--- config.mk ---
export PLATFORM = sky130hd
export DESIGN_NAME = fetch_unit
export DESIGN_NICKNAME = d
export VERILOG_FILES = /design/src/rtl/mem_pkg.sv /design/src/rtl/fetch_unit.sv
export SDC_FILE = /design/constraint.sdc
export NUM_CORES = 1
export LEC_CHECK = 0
export BUFFER_PORTS_ARGS = -buffer_cell sky130_fd_sc_hd__buf_2
export CAP_MARGIN = 30
export CORE_MARGIN = 2
export CORE_UTILIZATION = 40
export CTS_BUF_LIST = sky130_fd_sc_hd__clkbuf_8
export CTS_CLUSTER_SIZE = 24
export DETAILED_ROUTE_END_ITERATION = 12
export HOLD_SLACK_MARGIN = 0.08
export MAX_ROUTING_LAYER = met4
export PLACE_DENSITY = 0.68
export REMOVE_ABC_BUFFERS = 1
export SYNTH_ARGS = -nofsm -noshare
export SYNTH_HDL_FRONTEND = slang
export SYNTH_SLANG_ARGS = --single-unit
--- constraint.sdc ---
create_clock -name clk -period 4 [get_ports clk]
set_input_delay 0.8 -clock clk [delete_from_list [all_inputs] [get_ports clk]]
set_output_delay 0.8 -clock clk [all_outputs]
set_load 0.02 [all_outputs]
--- src/rtl/mem_pkg.sv ---
// bus widths, AXI4-Lite response codes, ebreak encoding and channel payload structs
`default_nettype none

package mem_pkg;

	// address and data bus width
	localparam int ADDR_W = 32;
	localparam int DATA_W = 32;

	// one strobe bit per data byte
	localparam int STRB_W = DATA_W / 8;

	// AXI response codes
	// only OKAY and SLVERR are ever produced by the slave
	typedef enum logic [1:0] {
		RESP_OKAY   = 2'b00,
		RESP_SLVERR = 2'b10
	} resp_e;

	// ebreak: SYSTEM opcode, funct12 = 1
	// matched as a whole word, no field decode
	localparam logic [DATA_W-1:0] EBREAK_INST = 32'h0010_0073;

	// read address channel
	typedef struct packed {
		logic [ADDR_W-1:0] addr;
	} axi_ar_t;

	// read data channel
	typedef struct packed {
		logic [DATA_W-1:0] data;
		resp_e             resp;
	} axi_r_t;

	// write address channel
	typedef struct packed {
		logic [ADDR_W-1:0] addr;
	} axi_aw_t;

	// write data channel
	// strb[i] enables byte lane i
	typedef struct packed {
		logic [DATA_W-1:0] data;
		logic [STRB_W-1:0] strb;
	} axi_w_t;

	// write response channel
	typedef struct packed {
		resp_e resp;
	} axi_b_t;

endpackage

`default_nettype wire

--- src/rtl/fetch_unit.sv ---
// instruction fetch unit: pc register, AXI4-Lite instruction reads, ebreak and bus error stop
`timescale 1ns/10ps
`default_nettype none

module fetch_unit #(
	parameter logic [mem_pkg::ADDR_W-1:0] RESET_PC = '0
) (
	input  wire                          clk,
	input  wire                          rst_n_i,
	input  wire                          fetch_en_i,
	// read address channel
	output mem_pkg::axi_ar_t             ar_o,
	output logic                         ar_valid_o,
	input  wire                          ar_ready_i,
	// read data channel
	input  wire mem_pkg::axi_r_t         r_i,
	input  wire                          r_valid_i,
	output logic                         r_ready_o,
	// fetched instruction
	output logic [mem_pkg::DATA_W-1:0]   inst_o,
	output logic                         inst_valid_o,
	output logic [mem_pkg::ADDR_W-1:0]   pc_o,
	// sticky stop flags
	output logic                         finish_o,
	output logic                         invalid_o
);

	localparam logic [mem_pkg::ADDR_W-1:0] PC_STEP = 4;

	// request: ar may be up, wait: ar done, expecting r
	typedef enum logic {
		S_REQ,
		S_WAIT
	} state_e;

	state_e                     state_q;
	logic [mem_pkg::ADDR_W-1:0] pc_q;
	logic                       ar_valid_q;
	logic                       run;
	logic                       r_fire;
	logic                       r_err;
	logic                       r_ebreak;

	// fetch allowed only while enabled and not stopped
	assign run      = fetch_en_i & ~finish_o & ~invalid_o;
	// r_ready is held high in wait, so valid alone completes it
	assign r_fire   = (state_q == S_WAIT) & r_valid_i;
	assign r_err    = r_i.resp == mem_pkg::RESP_SLVERR;
	assign r_ebreak = r_i.data == mem_pkg::EBREAK_INST;

	assign ar_o.addr  = pc_q;
	assign ar_valid_o = ar_valid_q;
	assign r_ready_o  = state_q == S_WAIT;

	// control state
	always_ff @(posedge clk) begin
		if (!rst_n_i) begin
			state_q      <= S_REQ;
			pc_q         <= RESET_PC;
			ar_valid_q   <= 1'b0;
			inst_valid_o <= 1'b0;
			finish_o     <= 1'b0;
			invalid_o    <= 1'b0;
		end else begin
			// single cycle pulse
			inst_valid_o <= 1'b0;
			case (state_q)
				S_REQ: begin
					if (ar_valid_q && ar_ready_i) begin
						ar_valid_q <= 1'b0;
						state_q    <= S_WAIT;
					end else if (!ar_valid_q && run) begin
						ar_valid_q <= 1'b1;
					end
				end
				S_WAIT: begin
					if (r_fire) begin
						state_q <= S_REQ;
						pc_q    <= pc_q + PC_STEP;
						// error response is not an instruction, no pulse
						if (r_err) begin
							invalid_o <= 1'b1;
						end else begin
							inst_valid_o <= 1'b1;
							if (r_ebreak) begin
								finish_o <= 1'b1;
							end
						end
						// next read right away unless this word stops fetch
						ar_valid_q <= fetch_en_i & ~r_err & ~r_ebreak;
					end
				end
				default: state_q <= S_REQ;
			endcase
		end
	end

	// returned word and the pc it came from
	always_ff @(posedge clk) begin
		if (r_fire && !r_err) begin
			inst_o <= r_i.data;
			pc_o   <= pc_q;
		end
	end

endmodule

`default_nettype wire

**Yosys cells after proc, flatten, opt, wreduce, memory -nomap -nowiden**

Cells that the tools add are included.

- Bits in registers: 101
- Input bits: 39

- $add $sub $neg: 1
- Equality and inequality tests: 4
- Multiplexer cells: 8
- Bitwise gates (word level): 10
- Reductions and logical operators: 10

Operator list:

| operator | count |
|---|---|
| $add A32 B3 Y32 const B | 1 |
| $eq A32 B21 Y1 const B | 1 |
| $mux W1 | 6 |
| $reduce_and A3 Y1 | 2 |
| $and A1 B1 Y1 | 5 |
| $not A1 Y1 | 5 |
| $pmux W1 S2 | 2 |
| $reduce_and A2 Y1 | 2 |
| $reduce_and A4 Y1 | 1 |
| $logic_and A1 B1 Y1 | 3 |
| $ne A3 B3 Y1 const B | 1 |
| $eq A2 B2 Y1 const B | 1 |
| $logic_not A1 Y1 | 2 |
| $ne A2 B1 Y1 const B | 1 |

**Longest topological paths before layout**

Gate-level depths: netlist of run 1.

- Depth in word-level cells: 7
- Gate-level depth with buffers: 7
- Gate-level depth less buffers: 5

**Worst setup path before layout of run 1**

No wires, ideal clock.

- Kind: input to register
- Start point: input port r_valid_i
- End point: register inst_o[0] (netlist bit) (enable)
- Data arrival time: 2.408 ns
- Required time: 3.584 ns
- Setup slack: 1.176 ns
- Cell stages on the path: 4
- Cell sequence: and2_0 clkbuf_1 nand2_1 inv_1

- Longest elaborated chain between the ends: 2

RTL lines:

| element | line | text |
|---|---|---|
| from (decl) | fetch_unit.sv:17 | `input wire r_valid_i,` |
| $and A1 B1 Y1 | fetch_unit.sv:47 | `assign r_fire = (state_q == S_WAIT) & r_valid_i;` |
| $logic_and A1 B1 Y1 | fetch_unit.sv:100 | `if (r_fire && !r_err) begin` |
| to (signal assigned) | fetch_unit.sv:101 | `inst_o <= r_i.data;` |
| to (decl) | fetch_unit.sv:20 | `output logic [mem_pkg::DATA_W-1:0] inst_o,` |

No other way between the ends.
A chain may end at the register's enable or synchronous reset.

**Worst setup path after layout of run 1**

- Start point: register pc_q (netlist bit ar_o[2])
- End point: register pc_q (netlist bit ar_o[30])

- Longest elaborated chain between the ends: 1

RTL lines:

| element | line | text |
|---|---|---|
| from (decl) | fetch_unit.sv:37 | `logic [mem_pkg::ADDR_W-1:0] pc_q;` |
| from (signal assigned) | fetch_unit.sv:79 | `pc_q <= pc_q + PC_STEP;` |
| $add A32 B3 Y32 | fetch_unit.sv:79 |  |

No other way between the ends.

==> flow_summary.yaml, run 1 <==
power_and_ir_drop:
  power.share.sequential_pct: 61.7
  swShare_pct: 23.4
  p_comb_share_pct: 3.9
  p_int_mw: 1.33
  ir_drop_mv: 0.172
  pwr_density_cell_nw_per_um2: 386
  pwr-share-clk_pct: 34.3
  p_sw_mw: 0.406
  p_total_mw: 1.74
  leakage_nw: 1.81
worst_setup_path:
  timing.setup.critical_path_class: "register to register"
  cp_data_arrival_time_ps: 2700
  cp-end-kind: "register"
  crit_path_start_kind: "register"
  cp.required_ps: 4280
  critPathMaxFanout: 17
grt:
  grt_first_pass_wirelength_um: 12200
  track_usage_pct: 16.5
  grt_max_degree: 39
  first_global_vias: 2422
  grt_overflow: 0
  antenna_found_initial: 0
logic_synthesis:
  synth_top_family_by_area: "simple AND/OR/NAND/NOR gates"
  ys_seq_area_share_pct: 71.9
  synthAdderAreaFrac_pct: 0.351
  synth_mux_area_share_pct: 0.562
  synth_area_per_cell_um2: 13.4
  ys_seq_elements: 97
  synth_cell_type_count: 37
  ys_warn_count: 0
  synthSimpleGateAreaFrac_pct: 14.9
  syn_area_um2: 3560
  synth-edff-count: 62
  ys.flop_type: "edfxtp_1"
  synth_cells: 265
  async_reset_ff_share_pct: 0
  synth-compound-area-share_pct: 6.50
  synth_xor_xnor_area_share_pct: 2.46
cts:
  cts_made_buffers: 9
  cts.repair.resized: 0
  clock_path_buffers: 2
  clk_pin_slew_ps: 100
  cts_root_buf: "clkbuf_8"
  cts_tree: "yes"
  clock-sinks: 97
  cts_htree_levels: 3
  hold_buffers: 0
  postCtsSetupBuffers: 0
  insertion_delay_ps: 370
placed_design:
  portBuffers: 135
  place_area_um2: 4320
  gp_congestion: 0.772
  dp_hpwl_um: 5570
  dp_slack_ps: 1320
sta:
  rsz0062_at_grt: "no"
  tightest_slew_ps: 979
  setup_viol: 0
  fin_skew_ps: 8.33
  fmax_ghz: 0.414
  fin_tns_setup_ps: 0
  slew_headroom_pct: 34.7
  min_period_ps: 2420
  finalHoldViolations: 0
  timing.hold.ws_ps: 497
  fin_crit_sh_pct: 60.4
  slew_viol_final: 0
  setup_ws_ps: 1580
final_layout:
  num-fill-cells: 791
  drive_gt1_share_pct: 38.6
  syn_to_final_growth_pct: 26.4
  layout_common_cells: "buf_2, edfxtp_1, dfxtp_1"
  antenna_cells: 0
  layout_commonest_cell: "buf_2"
  multi_input_area_um2: 896
  final_cell_area_um2: 4500
  nNetsFinal: 442
  regArea_um2: 2560
route:
  avgRoutedWirePerCell_um: 14.8
  ant_nets: 0
  wl_um: 7620
  via_per_inst: 5.03
  drc: 0
  num_vias: 2593
  firstDrtPassIters: 4
  drtIter0Drc: 92
die:
  start_util_pct: 41.1
  io_pins: 140
  die_h_um: 98.4
  dieArea_um2: 9680
  floorplan.rows: 34
  fp.coreArea_um2: 8680
  die_w_um: 98.4
flow_run:
  maxCapViolations: 0
hold_path:
  hp-class: "register to register"
run_status:
  status: "finished, final reports clean"
==> critical path: stages, from the launching register on <==
cell,delay (ps)
dfxtp_1,450
ha_1,230
nand3_2,110
or4_1,800
or4_1,590
a21oi_1,150
==> worst paths after layout <==
kind	depth (start not counted)	to	start	slack [ps]
max	5	ar_o[30]	ar_o[2]	1580
min	2	ar_o[31]	ar_o[31]	500
max reg2reg	5	ar_o[30]	ar_o[2]	1580
min reg2reg	2	ar_o[31]	ar_o[31]	500
==> registers in the layout, summed over array words and instances, names as in the netlist <==
register	flops
inst_o	32
invalid_o	1
inst_valid_o	1
finish_o	1
pc_o	30
ar_o	30
r_ready_o	1
ar_valid_o	1
==> through the flow <==
stage	util, %	std cells
after floorplan	-	254
after global placement	49.8	499
after detailed placement	49.8	499
after CTS	51.9	515
after global routing	51.9	515
final	51.9	515
==> cell type report <==
class                   count  share of cell area, %
clock inverters             7                   1.39
inverters                   9                  0.750
multi-input cells         148                   19.9
clock buffers               9                   2.75
well taps                 108                   3.00
repair buffers            137                   15.3
flip-flops and latches     97                   56.9
==> layer usage <==
metal  up-vias  wire length (um)  global-route usage (%)
met5         -                 0                       -
met4         0               114                    5.90
met3         8               492                    5.44
met2        84              3800                    25.6
met1      1234              3220                    20.4
li1       1267                 -                       -
==> synthesized netlist by cell type (2+ instances only) <==
master,count,share of area (%)
a21oi_1,20,2.8
nor2_1,14,1.5
nor4b_1,2,0.49
mux2i_1,2,0.56
o21ai_1,7,0.98
buf_2,3,0.42
or3_1,9,1.6
xnor2_1,7,1.7
nand3_1,7,0.98
xor2_1,3,0.74
nor3_1,4,0.56
inv_1,9,0.95
nand4_1,7,1.2
o31ai_1,10,2.1
clkbuf_1,5,0.53
or4_1,11,2.3
edfxtp_1,62,52
buf_4,5,1.1
nand2_1,15,1.6
nand2b_1,4,0.70
and4_1,2,0.49
dfxtp_1,35,20
nor4_1,7,1.2
nand3_2,2,0.56
==> power by group through the flow <==
stage	registers (mW)	logic (mW)	clock network [mW]
after floorplan	1.11	0.0192	0
after global placement	1.10	0.0676	0
after detailed placement	1.10	0.0691	0
after CTS	1.07	0.0693	0.612
after global routing	1.07	0.0746	0.651
final	1.07	0.0683	0.597
==> cell families after synthesis <==
| logic type | after synthesis |
|---|---|
| and+or+nand+nor | 91 |
| other | 1 |
| xor gates and xnor gates | 10 |
| buffers and inverters | 23 |
| adders and majority gates | 1 |
| AOI/OAI and AO/OA | 40 |
| muxes | 2 |
| DFF | 97 |
No activity file was read; power rests on OpenSTA's default activity.
==> run 2, diff against run 1 <==
--- a/config.mk
+++ b/config.mk
@@ -14,7 +14,7 @@
 export DETAILED_ROUTE_END_ITERATION = 12
 export HOLD_SLACK_MARGIN = 0.08
 export MAX_ROUTING_LAYER = met4
-export PLACE_DENSITY = 0.68
+export PLACE_DENSITY = 0.7
 export REMOVE_ABC_BUFFERS = 1
 export SYNTH_ARGS = -nofsm -noshare
 export SYNTH_HDL_FRONTEND = slang
==> constraint.sdc (replaced) <==
create_clock -name clk -period 2 [get_ports clk]
set_input_delay 0.4 -clock clk [delete_from_list [all_inputs] [get_ports clk]]
set_output_delay 0.4 -clock clk [all_outputs]
set_load 0.02 [all_outputs]
==> run 2 against run 1 <==
Against the previous run:
- final cell count grew 5.8%
- fmax grew 28%
- sequential power grew 100%
- clock power grew 110%
==> flow_summary.yaml, run 2 (synthesis results as in run 1) <==
run_status:
  status: "finished, final reports clean"
sta:
  fin_crit_sh_pct: 94.1
  timing.hold.ws_ps: 213
  setup_ws_ps: 118
  fin_tns_setup_ps: 0
  fmax_ghz: 0.531
  rsz0062_at_grt: "no"
  min_period_ps: 1880
  setup_viol: 0
  fin_skew_ps: 11.9
  finalHoldViolations: 0
  slew_viol_final: 0
die:
  die_w_um: 98.4
  start_util_pct: 41.1
  floorplan.rows: 34
  dieArea_um2: 9680
  die_h_um: 98.4
  io_pins: 140
  fp.coreArea_um2: 8680
placed_design:
  portBuffers: 135
  dp.cells: 529
  dp_slack_ps: -70.6
  gp_congestion: 0.823
  dp_hpwl_um: 5930
route:
  avgRoutedWirePerCell_um: 14.9
  firstDrtPassIters: 4
  via_per_inst: 4.99
  drtIter0Drc: 84
  wirelength_met1_um: 3410
  wl_um: 8100
  num_vias: 2717
  met2_length_um: 4070
  top_layer: "met4"
  ant_nets: 0
  drc: 0
  wl_met3_um: 438
grt:
  grt_first_pass_wirelength_um: 12600
  grt_overflow: 0
  grt_max_degree: 53
  antenna_found_initial: 0
  track_usage_pct: 17.0
  first_global_vias: 2646
final_layout:
  largest_reg_flops: 32
  fin_util_pct: 54.8
  syn_to_final_growth_pct: 33.5
  layout_common_cells: "buf_2, edfxtp_1, dfxtp_1"
  layout_commonest_cell: "buf_2"
  num-fill-cells: 761
  finalNonFillerCells: 545
  drive_gt1_share_pct: 43.2
  antenna_cells: 0
  nNetsFinal: 472
  regMostFlops: "inst_o"
cts:
  clock-sinks: 97
  insertion_delay_ps: 370
  clock_path_buffers: 2
  cts_made_buffers: 9
  cts_tree: "yes"
  cts_htree_levels: 3
  cts_root_buf: "clkbuf_8"
  postCtsSetupBuffers: 0
  hold_buffers: 0
  clk_pin_slew_ps: 110
worst_setup_path:
  crit_path_start_kind: "register"
  cp-end-kind: "register"
  cp_data_arrival_time_ps: 2180
  cp.required_ps: 2300
  timing.setup.critical_path_class: "register to register"
  critPathMaxFanout: 14
power_and_ir_drop:
  ir_drop_mv: 0.358
  pwr_density_cell_nw_per_um2: 744
  leakage_nw: 1.98
hold_path:
  hp-class: "input pin to register"
flow_run:
  maxCapViolations: 0
-- run 2: path summary, 6_finish.rpt --
check | start | endpoint | slack (ps) | depth (start not counted)
worst min-delay path | r_i[33] | inst_o[31] | 210 | 1
worst max-delay path | ar_o[22] | ar_o[29] | 120 | 4
worst max register to register | ar_o[22] | ar_o[29] | 120 | 4
worst min register to register | ar_o[31] | ar_o[31] | 510 | 2
-- run 2: per-layer routing --
metal  vias to the layer above  track usage (%)
li1                       1325                -
met5                         -                -
met3                        14             5.08
met2                        91             27.2
met1                      1287             20.1
met4                         0             6.85
-- run 2: where the power goes --
| part | total, mW | internal (mW) | leakage (nW) | switching, mW |
|---|---|---|---|---|
| clock network | 1.24 | 0.492 | 0.100 | 0.750 |
| logic | 0.155 | 0.0605 | 0.981 | 0.0945 |
| registers | 2.14 | 2.14 | 0.897 | 0.00596 |
-- run 2: timing repair --
| item | CTS | global route |
|---|---|---|
| pin swaps | 0 | 3 |
| setup endpoints to repair | 9 | 12 |
| resized for setup | 1 | 2 |
-- run 2: area by class of cell --
class	count	area, um^2	share of cell area, %
multi-input combinational	148	900	18.9
clock buffer	9	124	2.60
sequential	97	2560	53.9
inverter	9	33.8	0.710
timing repair buffer	167	932	19.6
clock inverter	7	68.8	1.45
tap	108	135	2.84
-- run 2: metrics by stage --
step	cell area, um^2	total power, mW
3_5_place_dp	4560	2.35
3_3_place_gp	4560	2.34
2_1_floorplan	3490	2.26
4_1_cts	4750	3.57
6_report	4760	3.54
5_1_grt	4760	3.66
-- run 2: critical path: stages, from the launching register on --
cell and delay [ps]:
dfxtp_1 420, nand4_1 180, or4_4 540, or4_1 520, a21oi_1 160
