--- src/rtl/mem_pkg.sv ---
// bus widths, AXI4-Lite response codes, ebreak encoding and channel payload structs
`default_nettype none

package mem_pkg;

	// address and data bus width
	localparam int ADDR_W = 32;
	localparam int DATA_W = 32;

	// one strobe bit per data byte
	localparam int STRB_W = DATA_W / 8;

	// AXI response codes
	// only OKAY and SLVERR are ever produced by the slave
	typedef enum logic [1:0] {
		RESP_OKAY   = 2'b00,
		RESP_SLVERR = 2'b10
	} resp_e;

	// ebreak: SYSTEM opcode, funct12 = 1
	// matched as a whole word, no field decode
	localparam logic [DATA_W-1:0] EBREAK_INST = 32'h0010_0073;

	// read address channel
	typedef struct packed {
		logic [ADDR_W-1:0] addr;
	} axi_ar_t;

	// read data channel
	typedef struct packed {
		logic [DATA_W-1:0] data;
		resp_e             resp;
	} axi_r_t;

	// write address channel
	typedef struct packed {
		logic [ADDR_W-1:0] addr;
	} axi_aw_t;

	// write data channel
	// strb[i] enables byte lane i
	typedef struct packed {
		logic [DATA_W-1:0] data;
		logic [STRB_W-1:0] strb;
	} axi_w_t;

	// write response channel
	typedef struct packed {
		resp_e resp;
	} axi_b_t;

endpackage

`default_nettype wire

--- src/rtl/axi_arbiter.sv ---
// two-master to one-slave AXI4-Lite arbiter, fetch reads vs data reads/writes, alternating priority
`timescale 1ns/10ps
`default_nettype none

module axi_arbiter (
	input  wire                    clk,
	input  wire                    rst_n_i,
	// master 0, fetch unit
	input  wire mem_pkg::axi_ar_t  if_ar_i,
	input  wire                    if_ar_valid_i,
	output logic                   if_ar_ready_o,
	output mem_pkg::axi_r_t        if_r_o,
	output logic                   if_r_valid_o,
	input  wire                    if_r_ready_i,
	// master 1, external data port
	input  wire mem_pkg::axi_ar_t  dm_ar_i,
	input  wire                    dm_ar_valid_i,
	output logic                   dm_ar_ready_o,
	output mem_pkg::axi_r_t        dm_r_o,
	output logic                   dm_r_valid_o,
	input  wire                    dm_r_ready_i,
	input  wire mem_pkg::axi_aw_t  dm_aw_i,
	input  wire                    dm_aw_valid_i,
	output logic                   dm_aw_ready_o,
	input  wire mem_pkg::axi_w_t   dm_w_i,
	input  wire                    dm_w_valid_i,
	output logic                   dm_w_ready_o,
	output mem_pkg::axi_b_t        dm_b_o,
	output logic                   dm_b_valid_o,
	input  wire                    dm_b_ready_i,
	// slave side
	output mem_pkg::axi_ar_t       sl_ar_o,
	output logic                   sl_ar_valid_o,
	input  wire                    sl_ar_ready_i,
	input  wire mem_pkg::axi_r_t   sl_r_i,
	input  wire                    sl_r_valid_i,
	output logic                   sl_r_ready_o,
	output mem_pkg::axi_aw_t       sl_aw_o,
	output logic                   sl_aw_valid_o,
	input  wire                    sl_aw_ready_i,
	output mem_pkg::axi_w_t        sl_w_o,
	output logic                   sl_w_valid_o,
	input  wire                    sl_w_ready_i,
	input  wire mem_pkg::axi_b_t   sl_b_i,
	input  wire                    sl_b_valid_i,
	output logic                   sl_b_ready_o
);

	// who owns the slave port
	typedef enum logic [1:0] {
		G_IDLE,
		G_INST,
		G_DRD,
		G_DWR
	} grant_e;

	grant_e gnt_q;
	// set when the fetch read won the last grant
	logic   last_inst_q;
	logic   gnt_inst;
	logic   gnt_drd;
	logic   gnt_dwr;
	logic   dm_wr_req;
	logic   dm_req;
	logic   pick_inst;
	logic   done;

	assign gnt_inst = gnt_q == G_INST;
	assign gnt_drd  = gnt_q == G_DRD;
	assign gnt_dwr  = gnt_q == G_DWR;

	// a write counts only with aw and w both presented
	assign dm_wr_req = dm_aw_valid_i & dm_w_valid_i;
	assign dm_req    = dm_wr_req | dm_ar_valid_i;
	// fetch wins if alone, or if data won last time
	assign pick_inst = if_ar_valid_i & (~dm_req | ~last_inst_q);

	// transaction ends on the R or B handshake of the winner
	assign done = (gnt_inst & sl_r_valid_i & if_r_ready_i)
		| (gnt_drd & sl_r_valid_i & dm_r_ready_i)
		| (gnt_dwr & sl_b_valid_i & dm_b_ready_i);

	always_ff @(posedge clk) begin
		if (!rst_n_i) begin
			gnt_q       <= G_IDLE;
			last_inst_q <= 1'b0;
		end else begin
			case (gnt_q)
				G_IDLE: begin
					if (pick_inst) begin
						gnt_q       <= G_INST;
						last_inst_q <= 1'b1;
					end else if (dm_wr_req) begin
						// write before read on the data side
						gnt_q       <= G_DWR;
						last_inst_q <= 1'b0;
					end else if (dm_ar_valid_i) begin
						gnt_q       <= G_DRD;
						last_inst_q <= 1'b0;
					end
				end
				default: begin
					// grant held through any R/B back-pressure
					if (done) begin
						gnt_q <= G_IDLE;
					end
				end
			endcase
		end
	end

	// winner's request channels toward the slave
	assign sl_ar_o       = gnt_inst ? if_ar_i : dm_ar_i;
	assign sl_ar_valid_o = (gnt_inst & if_ar_valid_i) | (gnt_drd & dm_ar_valid_i);
	assign sl_r_ready_o  = (gnt_inst & if_r_ready_i) | (gnt_drd & dm_r_ready_i);
	// only master 1 writes
	assign sl_aw_o       = dm_aw_i;
	assign sl_aw_valid_o = gnt_dwr & dm_aw_valid_i;
	assign sl_w_o        = dm_w_i;
	assign sl_w_valid_o  = gnt_dwr & dm_w_valid_i;
	assign sl_b_ready_o  = gnt_dwr & dm_b_ready_i;

	// readies and responses back to the winner only
	assign if_ar_ready_o = gnt_inst & sl_ar_ready_i;
	assign if_r_o        = sl_r_i;
	assign if_r_valid_o  = gnt_inst & sl_r_valid_i;

	assign dm_ar_ready_o = gnt_drd & sl_ar_ready_i;
	assign dm_r_o        = sl_r_i;
	assign dm_r_valid_o  = gnt_drd & sl_r_valid_i;
	assign dm_aw_ready_o = gnt_dwr & sl_aw_ready_i;
	assign dm_w_ready_o  = gnt_dwr & sl_w_ready_i;
	assign dm_b_o        = sl_b_i;
	assign dm_b_valid_o  = gnt_dwr & sl_b_valid_i;

endmodule

`default_nettype wire

--- config.mk ---
export PLATFORM = sky130hd
export DESIGN_NAME = axi_arbiter
export DESIGN_NICKNAME = d
export VERILOG_FILES = /design/src/rtl/mem_pkg.sv /design/src/rtl/axi_arbiter.sv
export SDC_FILE = /design/constraint.sdc
export NUM_CORES = 1
export LEC_CHECK = 0
export BUFFER_PORTS_ARGS = -buffer_cell sky130_fd_sc_hd__buf_2
export CAP_MARGIN = 20
export CORE_AREA = 10 10 134 136
export CTS_CLUSTER_DIAMETER = 120
export DETAILED_ROUTE_END_ITERATION = 16
export DIE_AREA = 0 0 144 146
export SYNTH_ARGS = -nofsm -noshare
export SYNTH_HDL_FRONTEND = slang
export SYNTH_SLANG_ARGS = --single-unit
--- constraint.sdc ---
create_clock -name clk -period 1.5 [get_ports clk]
set_input_delay 0.15 -clock clk [delete_from_list [all_inputs] [get_ports clk]]
set_output_delay 0.15 -clock clk [all_outputs]
set_load 0.01 [all_outputs]
======== Word-level counts from Yosys, hierarchy flattened ========
Cells that the tools add are included.
storage, ports and cells
  register bits ........................... 3
  input port bits ......................... 182
  output and inout bits ................... 182
  word-level logic and storage cells ...... 47
cells by class
  eq/ne operators ......................... 4
  muxes and demuxes ....................... 9
  bitwise logic cells ..................... 27
  reductions and logical operators ........ 5
operators with widths
  kind                count
  $mux 32             1
  $and 1x1->1         19
  $mux 2              5
  $or 1x1->1          6
  $eq 2x2->1 const B  2
  $ne 4x4->1 const B  1
  $reduce_and 2->1    2
  $mux 1              3
  $reduce_bool 3->1   1
  $eq 2x1->1 const B  1
  $logic_not 2->1     1
  $not 1->1           2
  $reduce_bool 2->1   1

======== Depth between registers and ports, before layout ========
Gate-level depths: netlist of the first run.
  depth in word-level cells ............... 7
  gate-level depth with buffers ........... 5
  depth with buffers taken out ............ 3

======== Worst setup path after synthesis of the first run ========
Ideal clock, no wire load.
  kind .................................... reg-to-output
  start ................................... register gnt_q[0]
  end ..................................... output sl_ar_o[0] in the netlist's numbering
  arrival ................................. 0.959 ns
  required time ........................... 1.350 ns
  setup slack ............................. 0.391 ns
  stages on the path, launching flop included .. 6
  cell sequence ........................... dfxtp_1 > nor2b_1 > buf_4 > buf_8 > nand2_1 > nand2_1
RTL lines
  item                    RTL line           RTL
  from (decl)             axi_arbiter.sv:57  grant_e gnt_q;
  from (signal assigned)  axi_arbiter.sv:85  gnt_q <= G_IDLE;
  from (signal assigned)  axi_arbiter.sv:91  gnt_q <= G_INST;
  from (signal assigned)  axi_arbiter.sv:95  gnt_q <= G_DWR;
  to (decl)               axi_arbiter.sv:32  output mem_pkg::axi_ar_t sl_ar_o,

======== Worst setup path in the final report of the first run ========
  start ................................... register gnt_q[0]
  end ..................................... output sl_ar_valid_o
between the ends
  longest elaborated chain between the ends .. 3
  elaborated cells on any way between the ends .. 5
  classes of those cells .................. 2 x eq/ne; 3 x bitwise
ends and longest elaborated chain
  item                                             RTL line                              RTL
  $eq 2x1->1 / $eq 2x2->1 (equally long branches)  axi_arbiter.sv:68, axi_arbiter.sv:69
  $and 1x1->1                                      axi_arbiter.sv:114                    assign sl_ar_valid_o = (gnt_inst & if_ar_valid_i) | (gnt_drd & dm_ar_valid_i);
  $or 1x1->1 *                                     axi_arbiter.sv:114
  to (decl)                                        axi_arbiter.sv:33                     output logic sl_ar_valid_o,
Mark *: on every way between the ends. The rest lies on a longest branch, timed or not.

==> metrics.txt, run 1 <==
outcome finished clean; Worst path max stage delay between 0.3 and 0.4 ns; syn avg cell area 6.30 sq um; hold crit path type input pin to flop; H-tree depth 1; Fmax between 0.6 and 0.7 GHz; Final Hold Fails 0; routed len/inst around 17 um; Final Cycle Share roughly 95%; Yosys cell types 27; pre-CTS setup slack ~0.2 ns; critical-path cell list buf_6 -> and2b_2 -> a22o_1 -> buf_2; area of the mapped netlist about 1800 sq um; CP max FO 13; CP Depth 4; crit path capture sl_ar_valid_o; pwr/cell area roughly 800 nW/um^2; CP bufs+invs 2; cts hold-fix bufs 0; Die Ht roughly 150 um; FF+latch count, synth 3; Starting Density approximately 11%; DP Wirelength ~6900 um; leading cell type in the layout, fill and taps excluded buf_2; Die X ~140 um; final setup fails 0; Relative slew margins 84.3%; Worst Path Required between 1 and 1.5 ns; kind of critical path flop to output port; fin nets between 400 and 500; pin count of the biggest net entering global routing 23; worst slew pin tran around 0.23 ns; slowest library cell on the worst path dfxtp_4; Worst-path clk slew roughly 0.03 ns; setup_tns 0 ns; CP delay by family, top flip-flops; critical path capture point type output port; Core Region 15,500 sq um; worst setup path startpoint gnt_q[0]; clock tree buffer depth 2; Leak 0.986 nW; FF-to-FF Start gnt_q[1]; die area roughly 21,000 sq um; Clock Latency Late Sink about 0.23 ns; share of cells above drive strength 1 50.9%; # port buffers 121; global-route wire length before repair around 11,000 um; VDD IR max ~0.0006 V; # Post-CTS Setup Buffers 0; MaxCap Viol Count 0; DRC viols 0; Yosys top cell by area buf_4; post-route setup slack roughly 0.068 ns; routed wire length 7860 um; Worst Path Arrival 1.28 ns; Yosys Warn Count 0; worst r2r dst last_inst_q; Vias per Instance roughly 3.3; reg2reg path depth 3; # rows 46; unrepaired setup endpoints after global routing no; number of global-route vias before repair approximately 1.7k; CTS Buf Count 3; CTS tree built; post-synthesis sequential area ratio between 3 and 4%; number of top-level pins approximately 360; GRT overflow 0; synth top area cells buf_4 (59%), nand2_1 (21%), dfxtp_1 (3.4%); Vias around 1.5k; startpoint types flop; Layout Area Growth over Synthesis -6.76%; cells after synthesis between 200 and 300; initial detailed-routing violation count 41; commonest cells after routing, fill and taps aside buf_2 (121), nand2_1 (100), and3_1 (6); router iterations before antenna repair 2; share of Yosys cell area claimed by the top area cell type about three fifths; max-slew violation count 0; overall routing resource usage under 10%; net count after synthesis roughly 460; min Tclk post-route about 1.4 ns; R2R setup slack around 0.42 ns; DRT antenna net count 0; initial antenna violation count 3; clk_skew between 0.002 and 0.0025 ns; Root Buffer clkbuf_16; GP Congestion ~0.67; CTS Sinks 3
==> cell type report <==
type / count / area [sq um]
clock buffers: 4 / 78.8
diodes: 1 / 2.50
well taps: 192 / 240
repair buffers: 127 / 687
multi-input cells: 130 / 582
flip-flops and latches: 3 / 63.8
fillers: 1827 / 13800
inverters: 1 / 3.75
==> Yosys cell counts <==
master      n
inv_1       1
o31ai_1     1
a21oi_1     1
and3_1      6
a31oi_1     1
a32o_1      1
buf_8       4
nand2b_1    2
a22o_1      1
buf_1       1
a21boi_1    1
and2b_2     1
buf_6       2
dfxtp_1     3
nand4_1     1
nor2b_1     2
clkbuf_2    1
nor3_1      1
and2_1      2
or3_1       1
nand3b_1    2
buf_4     140
a221oi_1    1
nor2_1      1
and2_2      1
o21ai_0     3
nand2_1   100
==> stage by stage <==
step           util, %  total power, mW  cell area (sq um)  cells  hold slack (ns)
2_1_floorplan        -            0.938               1780    282            0.303
3_3_place_gp      10.1            0.899               1560    453            0.300
3_5_place_dp      10.1            0.907               1560    453            0.300
4_1_cts           10.6             1.35               1640    457            0.228
5_1_grt           10.7             1.46               1660    457            0.235
6_report          10.7             1.33               1660    458            0.231
==> power breakdown <==
group / internal, mW / leakage, nW / switching, mW
combinational: 0.360 / 0.922 / 0.432
sequential: 0.0940 / 0.0254 / 0.0143
clock: 0.352 / 0.0382 / 0.0828
==> flip-flops by register name (all words and copies together) (netlist names) <==
| register | count |
|---|---|
| gnt_q | 2 |
| last_inst_q | 1 |
==> worst min-delay path by stage <==
| stage | slack [ns] | end | depth (start not counted) | startpoint |
|---|---|---|---|---|
| detailed placement | 0.30 | sl_aw_o[10] | 0 | dm_aw_i[10] |
| floorplan | 0.30 | last_inst_q | 1 | rst_n_i |
| global placement | 0.30 | sl_aw_o[10] | 0 | dm_aw_i[10] |
| CTS | 0.23 | last_inst_q | 2 | rst_n_i |
| global route | 0.24 | last_inst_q | 2 | rst_n_i |
| finish | 0.23 | last_inst_q | 2 | rst_n_i |
==> cell families after synthesis <==
kind of cell | after synthesis | share of synthesized area, %
buffers and inverters | 149 | 64.5
and+or+nand+nor | 120 | 28.3
AOI/OAI and AO/OA | 10 | 3.87
DFF | 3 | 3.38
==> layer usage <==
metal | vias to the layer above | part of all wire [%] | track usage (%)
met2 | 186 | 44 | 11.0
met3 | 45 | 23 | 6.69
met4 | 0 | 6.2 | 5.06
li1 | 693 | - | -
met5 | - | 0 | 0
met1 | 575 | 27 | 4.57
==> what timing repair did <==
action                     4_1_cts  5_1_grt
resized for setup                2        4
setup endpoints to repair       18       13
gates cloned                     0        0
Power figures use the tool's default switching activity.
==> run 2, diff against run 1 <==
--- a/config.mk
+++ b/config.mk
@@ -7,10 +7,10 @@
 export LEC_CHECK = 0
 export BUFFER_PORTS_ARGS = -buffer_cell sky130_fd_sc_hd__buf_2
 export CAP_MARGIN = 20
-export CORE_AREA = 10 10 134 136
+export CORE_AREA = 10 10 132 134
 export CTS_CLUSTER_DIAMETER = 120
 export DETAILED_ROUTE_END_ITERATION = 16
-export DIE_AREA = 0 0 144 146
+export DIE_AREA = 0 0 142 144
 export SYNTH_ARGS = -nofsm -noshare
 export SYNTH_HDL_FRONTEND = slang
 export SYNTH_SLANG_ARGS = --single-unit
==> constraint.sdc (replaced) <==
create_clock -name clk -period 1.6 [get_ports clk]
set_input_delay 0.16 -clock clk [delete_from_list [all_inputs] [get_ports clk]]
set_output_delay 0.16 -clock clk [all_outputs]
set_load 0.01 [all_outputs]
==> run 2 against run 1 <==
Net effect:
- critical path depth stayed put
- critical path type unchanged
- first-iteration DRC count is 34% higher
- clock skew is 0.0023 ns lower
- largest cell class unchanged
- routed wire length is 4.1% lower
==> metrics.txt, run 2 (synthesis gave the netlist of run 1 again) <==
outcome finished clean; leading cell type in the layout, fill and taps excluded buf_2; Fmax between 0.6 and 0.7 GHz; Register Area between 60 and 70 sq um; pin count of the biggest net entering global routing 34; worst slew pin tran around 0.25 ns; # Post-CTS Setup Buffers 0; H-tree depth 1; DRC viols 0; Worst path max stage delay approximately 0.36 ns; clock tree buffer depth 2; # port buffers between 100 and 150; pwr/cell area 756 nW/um^2; Clock Latency Late Sink between 0.2 and 0.25 ns; initial detailed-routing violation count between 50 and 60; Vias about 1.5k; Layout Area Growth over Synthesis -8.94%; R2R setup slack 0.52 ns; die area around 20,000 sq um; Starting Density a little under an eighth; max-slew violation count 0; Final Hold Fails 0; critical path capture point type output port; routed len/inst 16.6 um; number of top-level pins 364; Die X about 140 um; Hold Path Stages 2; slowest library cell on the worst path dfxtp_1; CP bufs+invs 2; CTS tree built; fin util 10.9%; fin nets 447; share of cells above drive strength 1 about half; Worst Path Arrival ~1.3 ns; number of global-route vias before repair 1,516; commonest cells after routing, fill and taps aside buf_2 (121), nand2_1 (100), and3_1 (6); initial antenna violation count 1; Root Buffer clkbuf_16; Top reg by flops gnt_q; Fillers approximately 1.8k; min Tclk post-route between 1 and 1.5 ns; DP Wirelength 6600 um; worst r2r dst last_inst_q; VDD IR max ~0.00048 V; MaxCap Viol Count 0; Worst Hold End gnt_q[1]; startpoint types flop; max FFs per register 2; Leak around 1 nW; # rows between 40 and 50; Relative slew margins between 80 and 90%; critical-path cell list buf_4 -> and2b_2 -> a22o_1 -> buf_2; DRT antenna net count 0; kind of critical path flop to output port; CP delay by family, top flip-flops; final setup fails 0; overall routing resource usage 6.43%; router iterations before antenna repair 4; Die Ht between 100 and 150 um; FF-to-FF Start gnt_q[1]; reg2reg path depth 3; unrepaired setup endpoints after global routing no; CP max FO 16; Vias per Instance between 3 and 4; Core Region 14,900 sq um; clk_skew 0.0000695 ns; global-route wire length before repair just under 10,000 um; CTS Sinks 3; Hold Startpoint rst_n_i; GP Congestion approximately 0.73; Worst-path clk slew ~0.030 ns; Final Cycle Share between 90% and 100%; hold crit path type input pin to flop; setup_tns 0 ns; CTS Buf Count 3; routed wire length between 7000 and 8000 um; biggest regs gnt_q (2), last_inst_q (1); worst setup path startpoint gnt_q[0]; Worst Path Required around 1.4 ns; GRT overflow 0; Multi-input gate area 582 sq um
-- run 2: layer usage --
| layer | routed length, um | GRT usage [%] |
|---|---|---|
| met5 | 32 | 1.05 |
| met4 | 441 | 4.73 |
| met3 | 1880 | 7.45 |
| met2 | 3250 | 9.45 |
| met1 | 1930 | 4.43 |
-- run 2: repair_timing --
action | CTS | global route
hold buffers | 0 | 0
setup endpoints to repair | 0 | 26
gates resized for setup | 0 | 1
-- run 2: where the power goes --
| group | leakage, nW | internal, mW | switching [mW] |
|---|---|---|---|
| sequential | 0.0252 | 0.0875 | 0.0140 |
| clock | 0.0382 | 0.330 | 0.0774 |
| combinational | 0.908 | 0.312 | 0.404 |
| total | 0.972 | 0.730 | 0.495 |
-- run 2: layout make-up --
class	count	share of cell area [%]
diodes	1	0.155
clock buffers	4	4.87
inverters	1	0.232
multi-input cells	130	35.9
flip-flops and latches	3	3.79
well taps	188	14.5
repair buffers	126	40.5
-- run 2: how the worst max path moves through the flow --
stage,endpoint,slack [ns],cells after the start
finish,sl_ar_valid_o,0.10,4
global route,sl_ar_valid_o,0.008,4
CTS,sl_ar_o[16],0.005,5
detailed placement,sl_ar_o[16],0.26,5
global placement,sl_ar_o[16],0.28,5
floorplan,sl_ar_o[0],0.48,5
-- run 2: stage by stage --
| stage | worst slack [ns] | cells | hold WS (ns) | instance area, sq um | power (mW) |
|---|---|---|---|---|---|
| after detailed placement | 0.257 | 448 | 0.320 | 1540 | 0.833 |
| after CTS | 0.00531 | 452 | 0.227 | 1620 | 1.24 |
| after global routing | 0.00809 | 452 | 0.230 | 1620 | 1.32 |
| final | 0.103 | 453 | 0.229 | 1620 | 1.22 |
| after floorplan | 0.481 | 282 | 0.313 | 1780 | 0.880 |
| after global placement | 0.276 | 448 | 0.320 | 1540 | 0.824 |
